File: config.mk
export PLATFORM = sky130hd
export DESIGN_NAME = avs_bank_port_flat
export DESIGN_NICKNAME = d
export VERILOG_FILES = /design/src/avs_pkg.sv /design/src/avs_rsp_if.sv /design/src/avs_bank_port.sv /design/src/fifo_queue.sv /design/src/flat_wrapper.sv
export SDC_FILE = /design/constraint.sdc
export NUM_CORES = 1
export LEC_CHECK = 0
export ABC_AREA = 1
export ABC_CLOCK_PERIOD_IN_PS = 2100
export BUFFER_PORTS_ARGS = -buffer_cell sky130_fd_sc_hd__buf_2
export CAP_MARGIN = 30
export CORE_AREA = 10 10 132 134
export DETAILED_ROUTE_END_ITERATION = 10
export DIE_AREA = 0 0 142 144
export PLACE_DENSITY_LB_ADDON = 0.3
export RECOVER_POWER = 25
export SYNTH_ARGS = -nofsm -noshare
export SYNTH_HDL_FRONTEND = slang
export SYNTH_SLANG_ARGS = --single-unit
export TNS_END_PERCENT = 5
File: constraint.sdc
create_clock -name clk -period 2.1 [get_ports clk]
set_clock_uncertainty 0.1 [all_clocks]
set_input_delay 0.315 -clock clk [delete_from_list [all_inputs] [get_ports clk]]
set_output_delay 0.315 -clock clk [all_outputs]
set_load 0.005 [all_outputs]
File: src/avs_pkg.sv
package avs_pkg;

    // default sizes, overridden from the top level
    localparam int DEF_DATA_WIDTH  = 32;
    localparam int DEF_ADDR_WIDTH  = 16;  // word address
    localparam int DEF_BURST_WIDTH = 4;
    localparam int DEF_BANKS       = 2;
    localparam int DEF_TAG_WIDTH   = 4;
    localparam int DEF_QUEUE_SIZE  = 4;  // max outstanding reads per bank

    // ceiling log2, never below one bit
    function automatic int log2up(input int n);
        int bits;
        bits = $clog2(n);
        if (bits < 1) begin
            bits = 1;
        end
        return bits;
    endfunction

endpackage

File: src/avs_rsp_if.sv
`timescale 1ns/1ps

interface avs_rsp_if import avs_pkg::*; #(
    parameter int DATA_WIDTH = DEF_DATA_WIDTH,
    parameter int TAG_WIDTH  = DEF_TAG_WIDTH
);

    logic                  valid;
    logic [DATA_WIDTH-1:0] data;
    logic [TAG_WIDTH-1:0]  tag;
    logic                  ready;  // from arbiter, winner only

    modport bank (
        output valid,
        output data,
        output tag,
        input  ready
    );

    modport arb (
        input  valid,
        input  data,
        input  tag,
        output ready
    );

endinterface

File: src/avs_bank_port.sv
`timescale 1ns/1ps

module avs_bank_port import avs_pkg::*; #(
    parameter int DATA_WIDTH = DEF_DATA_WIDTH,
    parameter int TAG_WIDTH  = DEF_TAG_WIDTH,
    parameter int QUEUE_SIZE = DEF_QUEUE_SIZE
) (
    input  logic                  clk,
    input  logic                  rst,

    // request from the wrapper
    input  logic                  sel,
    input  logic                  req_valid,
    input  logic                  req_rw,
    input  logic [TAG_WIDTH-1:0]  req_tag,
    output logic                  accept,

    // avalon side of this bank
    output logic                  read,
    output logic                  write,
    input  logic                  waitrequest,
    input  logic [DATA_WIDTH-1:0] readdata,
    input  logic                  readdatavalid,

    avs_rsp_if.bank               rsp
);

    localparam int CNTW = log2up(QUEUE_SIZE + 1);

    logic [CNTW-1:0]       pending;
    logic                  below_limit;
    logic                  rd_taken;
    logic                  rsp_fire;
    logic                  data_empty;
    logic [TAG_WIDTH-1:0]  tag_head;
    logic [DATA_WIDTH-1:0] data_head;

    assign below_limit = (pending < CNTW'(QUEUE_SIZE));
    assign accept      = below_limit && !waitrequest;

    // bus stays quiet while in reset
    assign read  = !rst && sel && req_valid && !req_rw && below_limit;
    assign write = !rst && sel && req_valid && req_rw && below_limit;

    assign rd_taken = read && !waitrequest;  // slave took the read
    assign rsp_fire = rsp.valid && rsp.ready;

    // outstanding reads, both issued and not yet returned upstream
    always_ff @(posedge clk) begin
        if (rst) begin
            pending <= '0;
        end else begin
            case ({rd_taken, rsp_fire})
                2'b10:   pending <= pending + 1'b1;
                2'b01:   pending <= pending - 1'b1;
                default: pending <= pending;
            endcase
        end
    end

    fifo_queue #(
        .DATAW (TAG_WIDTH),
        .SIZE  (QUEUE_SIZE)
    ) u_tag_queue (
        .clk      (clk),
        .rst      (rst),
        .push     (rd_taken),
        .pop      (rsp_fire),
        .data_in  (req_tag),
        .data_out (tag_head),
        .empty    ()  // tracks the data queue
    );

    fifo_queue #(
        .DATAW (DATA_WIDTH),
        .SIZE  (QUEUE_SIZE)
    ) u_data_queue (
        .clk      (clk),
        .rst      (rst),
        .push     (readdatavalid),
        .pop      (rsp_fire),
        .data_in  (readdata),
        .data_out (data_head),
        .empty    (data_empty)
    );

    // data head pairs with the oldest tag
    assign rsp.valid = !data_empty;
    assign rsp.data  = data_head;
    assign rsp.tag   = tag_head;

endmodule

File: src/fifo_queue.sv
`timescale 1ns/1ps

module fifo_queue import avs_pkg::*; #(
    parameter int DATAW = DEF_DATA_WIDTH,
    parameter int SIZE  = DEF_QUEUE_SIZE
) (
    input  logic             clk,
    input  logic             rst,
    input  logic             push,
    input  logic             pop,
    input  logic [DATAW-1:0] data_in,
    output logic [DATAW-1:0] data_out,
    output logic             empty
);

    localparam int PTRW = log2up(SIZE);
    localparam int CNTW = log2up(SIZE + 1);

    logic [DATAW-1:0] mem [SIZE];
    logic [PTRW-1:0]  rd_ptr;
    logic [PTRW-1:0]  wr_ptr;
    logic [PTRW-1:0]  rd_ptr_next;
    logic [CNTW-1:0]  count;
    logic [CNTW-1:0]  count_next;
    logic             head_bypass;

    // wrap for sizes that are not a power of two
    function automatic logic [PTRW-1:0] ptr_inc(input logic [PTRW-1:0] p);
        logic [PTRW-1:0] q;
        q = (p == PTRW'(SIZE - 1)) ? '0 : p + 1'b1;
        return q;
    endfunction

    always_comb begin
        rd_ptr_next = pop ? ptr_inc(rd_ptr) : rd_ptr;
        count_next  = count;
        if (push && !pop) begin
            count_next = count + 1'b1;
        end else if (pop && !push) begin
            count_next = count - 1'b1;
        end
    end

    // no older entry left behind the head, so the pushed word becomes it
    assign head_bypass = push && (count == CNTW'(pop));

    always_ff @(posedge clk) begin
        if (push) begin
            mem[wr_ptr] <= data_in;
        end
    end

    always_ff @(posedge clk) begin
        if (head_bypass) begin
            data_out <= data_in;
        end else begin
            data_out <= mem[rd_ptr_next];  // don't care once empty
        end
    end

    always_ff @(posedge clk) begin
        if (rst) begin
            rd_ptr <= '0;
            wr_ptr <= '0;
            count  <= '0;
            empty  <= 1'b1;
        end else begin
            rd_ptr <= rd_ptr_next;
            if (push) begin
                wr_ptr <= ptr_inc(wr_ptr);
            end
            count <= count_next;
            empty <= (count_next == '0);
        end
    end

endmodule

File: src/flat_wrapper.sv
// flat-port wrapper written by rule: the top's interface ports become plain ports
module avs_bank_port_flat import avs_pkg::*;
#(
    parameter int DATA_WIDTH = DEF_DATA_WIDTH,
    parameter int TAG_WIDTH  = DEF_TAG_WIDTH,
    parameter int QUEUE_SIZE = DEF_QUEUE_SIZE
)
  (clk, rst, sel, req_valid, req_rw, req_tag, accept, read, write, waitrequest, readdata, readdatavalid, rsp_valid, rsp_data, rsp_tag, rsp_ready);
  avs_rsp_if #(.DATA_WIDTH(DATA_WIDTH), .TAG_WIDTH(TAG_WIDTH)) rsp_i ();
  input  logic clk;
  input  logic rst;
  input  logic sel;
  input  logic req_valid;
  input  logic req_rw;
  input  logic [TAG_WIDTH-1:0] req_tag;
  output logic accept;
  output logic read;
  output logic write;
  input  logic waitrequest;
  input  logic [DATA_WIDTH-1:0] readdata;
  input  logic readdatavalid;
  output wire logic [$bits(rsp_i.valid)-1:0] rsp_valid;
  output wire logic [$bits(rsp_i.data)-1:0] rsp_data;
  output wire logic [$bits(rsp_i.tag)-1:0] rsp_tag;
  input wire logic [$bits(rsp_i.ready)-1:0] rsp_ready;
  assign rsp_valid = rsp_i.valid;
  assign rsp_data = rsp_i.data;
  assign rsp_tag = rsp_i.tag;
  assign rsp_i.ready = rsp_ready;
  avs_bank_port #(.DATA_WIDTH(DATA_WIDTH), .TAG_WIDTH(TAG_WIDTH), .QUEUE_SIZE(QUEUE_SIZE)) u_core (.clk(clk), .rst(rst), .sel(sel), .req_valid(req_valid), .req_rw(req_rw), .req_tag(req_tag), .accept(accept), .read(read), .write(write), .waitrequest(waitrequest), .readdata(readdata), .readdatavalid(readdatavalid), .rsp(rsp_i));
endmodule
# Yosys cells after proc, flatten, opt, wreduce, memory -nomap -nowiden
# Memories as Yosys holds them, arrays and structs flattened.
# Index checks and enable logic that the tools add are counted.
# word_totals
ff_bits	54
latchBits	0
ramBits	144
romBits	0
input_bits	44
output_inout_bits	40
memories	2
# classes
add_sub_neg	10
mul	0
div_mod_pow	0
magnitude_cmp	1
eq_ne	8
n_shift	0
n_mux	17
bitwise	0
reduce_logical	25
# mem_list
memory	depth	width	rd	rd_ports_with_merged_regs	write_ports	line	rtl
u_core.u_data_queue.mem	4	32	1	0	1	fifo_queue.sv:19	logic [DATAW-1:0] mem [SIZE];
u_core.u_tag_queue.mem	4	4	1	0	1	fifo_queue.sv:19	
# op_table
cell	count
32-bit two-way mux	1
1-bit logical AND	15
2-bit two-way mux	6
3-bit two-way mux	4
2-bit == test (second input constant)	5
3-bit by 1-bit adder with 3-bit output (second input constant)	3
3-bit by 1-bit subtractor with 3-bit output (second input constant)	3
2-bit by 1-bit adder with 2-bit output (second input constant)	4
1-bit logical NOT	7
3-bit by 1-bit == test with 1-bit output	2
3-bit one-hot mux with 2 select lines	1
1-bit two-way mux	4
4-bit two-way mux	1
2-bit nonzero test	2
3-bit logical NOT	1
3-bit < comparator (second input constant)	1
2-bit by 1-bit == test with 1-bit output (second input constant)	1

# Longest topological paths before layout
# logic_depth
word_depth	10
depth_mapped	11
depth_no_buf	11

# By module
# A second synthesis with hierarchy kept.
# unflattened
cells_unflattened	898
area_unflattened_um2	8684.6
# by_module_without_submodules
module	instances	cells_per_inst	area_per_inst_um2	seq_area_each_um2
fifo_queue at u_core.u_data_queue	1	715	7050.5	4644.5
fifo_queue at u_core.u_tag_queue	1	149	1391.3	720.7
avs_bank_port	1	34	242.7	60.1

# Worst setup path after synthesis
# No wires, ideal clock.
# synth_path
path_kind	register -> register
from	reg u_core.pending[2]
to	reg u_core.u_tag_queue.count[2]
t_arrival_ns	1.740
required_ns	1.878
path_slack_ns	0.138
stages_incl_launch_ff	11
n_path_buf	0
cell_sequence	dfxtp_1 > nor2_1 > nand3_2 > inv_1 > ha_1 > inv_1 > fa_1 > a21oi_1 > o21ai_0 > o21ai_0 > a21oi_1
# synth_via
elab_chain_cells	6
word_cells_on_any_way	8
classes_between	order compare: 1; mux: 1; reduce/logical: 6
# synth_rtl
element	line	rtl
from (decl)	avs_bank_port.sv:30	logic [CNTW-1:0] pending;
from (signal assigned)	avs_bank_port.sv:54	2'b10: pending <= pending + 1'b1;
from (signal assigned)	avs_bank_port.sv:55	2'b01: pending <= pending - 1'b1;
from (signal assigned)	avs_bank_port.sv:56	default: pending <= pending;
3-bit < comparator (*)	avs_bank_port.sv:38	assign below_limit = (pending < CNTW'(QUEUE_SIZE));
1-bit logical AND (*)	avs_bank_port.sv:42	assign read = !rst && sel && req_valid && !req_rw && below_limit;
1-bit logical AND (*)	avs_bank_port.sv:45	assign rd_taken = read && !waitrequest;
net u_core.rd_taken	avs_bank_port.sv:32	logic rd_taken;
1-bit logical NOT	fifo_queue.sv:39	end else if (pop && !push) begin
1-bit logical AND	fifo_queue.sv:39	
2-bit nonzero test (no source line)	-	
to (signal assigned)	fifo_queue.sv:72	count <= count_next;
to (decl)	fifo_queue.sv:23	logic [CNTW-1:0] count;
# Mark *: on every way through the listed nets, which the timed path passes. The rest lies on a longest branch.
# A chain may end at the register's enable or synchronous reset.

# Worst setup path in the final report
# Same ends and word-level chain as after synthesis.

==> key figures <==
Routing
  – DR pass1 iterations: 5
  – Drt wl/cell: 15.3 µm
  – DR vias: 6075
  – Post-Route WL: 18.2 mm
  – Remaining DRCs: 0
  – Routed Antenna Nets: 0
  – Vias/cell: 5.12
  – 1st-iter DRT viols: 456

Floorplan
  – Die footprint: 20400 µm²
  – Core area: 14900 µm²
  – # IOs: 84
  – Die height: 144 µm
  – Die width: 142 µm
  – Initial Utilization: 57.3%
  – # rows: 45

STA
  – Final Cycle Share: 95.1%
  – Final Setup Violations: 0
  – Final min period: 2000 ps
  – Unrepaired setup endpoints after global routing: no
  – Max Slew Vio Count: 0
  – Setup TNS: 0 ps
  – Fmax: 501 MHz
  – Fin worst setup slack: 104 ps
  – Max transition margin: 71.3%
  – Worst-margin pin slew: 425 ps
  – Final Hold Violating Endpoints: 0

Logic synthesis
  – Ys Warns: 0
  – Post-Synthesis Cells: 887
  – Largest area contributor in the netlist: edfxtp_1
  – Post-synthesis adder-cell area fraction: 2.52%
  – Main combinational cell family by area after synthesis: simple AND/OR/NAND/NOR gates
  – Register area share after synthesis: 63.4%
  – Top-area cell type share of the netlist area: 50.7%
  – Synth area leaders: edfxtp_1 (51%), dfxtp_1 (13%), nand3_1 (11%)
  – Mapped Area: 8520 µm²
  – Net count after synthesis: 947
  – Compound-Gate Fraction of Synth Area: 1.85%
  – Cell variety after synth: 24
  – FF+latch count, synth: 198
  – Mux contribution to synthesized area: 0%
  – Synth Area in Simple Gates: 22.0%
  – Post-synthesis xor/xnor area fraction: 0.205%
  – Syn Area/Cell: 9.61 µm²

Clock network
  – CTS tree: done
  – Worst-path clk slew: 70 ps
  – Max Root-Sink Buffers: 2
  – Sink Count: 198
  – H-tree levels: 4
  – TritonCTS buffer count: 17
  – CTS Root Cell: clkbuf_16
  – Worst-Skew Late Latency: 440 ps

Setup path
  – Worst EP required: 2320 ps
  – Reg2reg end: u_core.u_tag_queue.count[2]
  – CP max FO: 4
  – Worst Setup Start Kind: flop
  – WP data arrival: 2220 ps
  – R2R setup slack: 100 ps
  – Worst r2r src: u_core.pending[2]
  – R2R cell count: 10
  – Worst Setup Path Type: flop to flop
  – Worst Setup End Kind: flop

Finish
  – Commonest non-fill, non-tap cell in the layout: nand2_1
  – Final core occ: 66.6%
  – Fillers: 1184
  – Nets: 1045
  – Fraction of layout cells with a size suffix above 1: 12.8%
  – Commonest non-fill, non-tap cells in the layout: nand2_1 (215), nand3_1 (182), inv_1 (171)
  – Final instance area: 9900 µm²
  – Area Overhead vs Synth: 16.2%

Outcome
  – Status: finished clean

GRT
  – First-pass GRT wire length: 29.2 mm
  – Tot GR Track Use: 18.0%
  – Initial antenna violation count: 1
  – Global route total overflow: 0
  – Vias in the first global route: 5898
  – Pin count of the biggest net entering global routing: 54

Pwr
  – P_leak: 4.59 nW
  – Peak supply drop: 0.000632 V
  – Cell Pwr Density: 985 nW/µm²

Placement
  – Routability cong.: 0.784
  – Number of port buffers: 83
  – Pre-CTS setup slack: 37.2 ps
  – DP Wirelength: 11.0 mm
  – Placed inst area: 9270 µm²

Run
  – Maxcap violations: 0

Hold path
  – Hold depth: 1
  – Hold_sp: req_tag[0]
  – Hold Path End: u_core.u_tag_queue.mem[0][0]
  – Hold Crit Class: input port to flop
[power by group]
group          total [mW]  switching, mW  internal [mW]
clock                3.21           1.42           1.80
sequential           4.70          0.113           4.58
combinational        1.84           1.16          0.690
[kinds of logic after synthesis]
group	Yosys count
AOI/OAI and AO/OA	30
xor gates and xnor gates	2
adders and majority gates	16
buffers and inverters	210
DFF	198
and+or+nand+nor	431
[layer usage]
| metal | track usage, % | vias to the layer above | wire length (µm) |
|---|---|---|---|
| met5 | 0 | - | 0 |
| met4 | 7.42 | 0 | 340 |
| met3 | 4.62 | 35 | 1290 |
| met2 | 29.6 | 206 | 8870 |
| met1 | 22.1 | 2791 | 7690 |
| li1 | - | 3043 | - |
[what timing repair did]
action                                  CTS  global route
hold buffers                              7             0
gates resized for setup                   0             1
hold endpoints to repair                 28             0
setup buffers                             0             0
endpoints found under the setup margin    0             1
[synth_stat cells]
master / count
nand2_1: 215
nand3_1: 182
inv_1: 171
edfxtp_1: 144
dfxtp_1: 54
nor2_1: 23
buf_2: 19
ha_1: 14
o21ai_0: 14
a21oi_1: 13
clkbuf_1: 7
buf_4: 6
nand2_2: 6
buf_1: 3
buf_6: 2
fa_1: 2
inv_2: 2
nor3_1: 2
o21ai_2: 2
xnor2_1: 2
nand3_2: 1
nor2_4: 1
nor4_1: 1
o21ai_1: 1
[registers in the layout, summed over array words and instances, names as in the netlist]
signal / cells
u_core.u_data_queue.mem: 128
u_core.u_data_queue.data_out: 32
u_core.u_tag_queue.mem: 16
u_core.u_tag_queue.data_out: 4
u_core.pending: 3
u_core.u_data_queue.count: 3
u_core.u_tag_queue.count: 3
u_core.u_data_queue.rd_ptr: 2
u_core.u_data_queue.wr_ptr: 2
u_core.u_tag_queue.rd_ptr: 2
u_core.u_tag_queue.wr_ptr: 2
u_core.u_data_queue.empty: 1
[per-stage QoR]
step | hold slack [ps] | std cells | power, mW
finish | 29.0 | 1187 | 9.75
global placement | 335 | 1147 | 6.58
global route | 45.0 | 1186 | 10.2
CTS | 0.946 | 1186 | 9.81
floorplan | 314 | 887 | 5.88
detailed placement | 345 | 1147 | 6.62
[how the worst max path moves through the flow]
stage	from	to	slack (ps)	depth (start not counted)
finish	u_core.pending[2]	u_core.u_tag_queue.count[2]	100	10
global route	u_core.pending[2]	u_core.u_tag_queue.count[2]	20	10
CTS	u_core.pending[2]	u_core.u_tag_queue.count[2]	130	10
detailed placement	req_valid	u_core.u_tag_queue.count[2]	40	12
global placement	req_valid	u_core.u_tag_queue.count[2]	100	12
floorplan	u_core.pending[2]	u_core.u_tag_queue.count[2]	140	10
[critical path, stage by stage, from the launching register on]
cell and delay [ps]:
dfxtp_1 340, nor2_2 140, nand3_2 110, inv_1 90
ha_1 150, inv_1 70, fa_1 380, a21oi_1 150
o21ai_0 130, o21ai_0 170, a21oi_1 60
[layout make-up]
class                      count  area, µm²  share of cell area [%]
timing repair buffer         116        737                    7.44
sequential                   198       5410                    54.6
tap                          188        235                    2.37
clock inverter                13        145                    1.47
antenna                        1       2.50                  0.0253
multi-input combinational    479       2290                    23.1
inverter                     173        649                    6.56
clock buffer                  19        443                    4.47
Note: power is estimated with default switching activity, not from simulation.
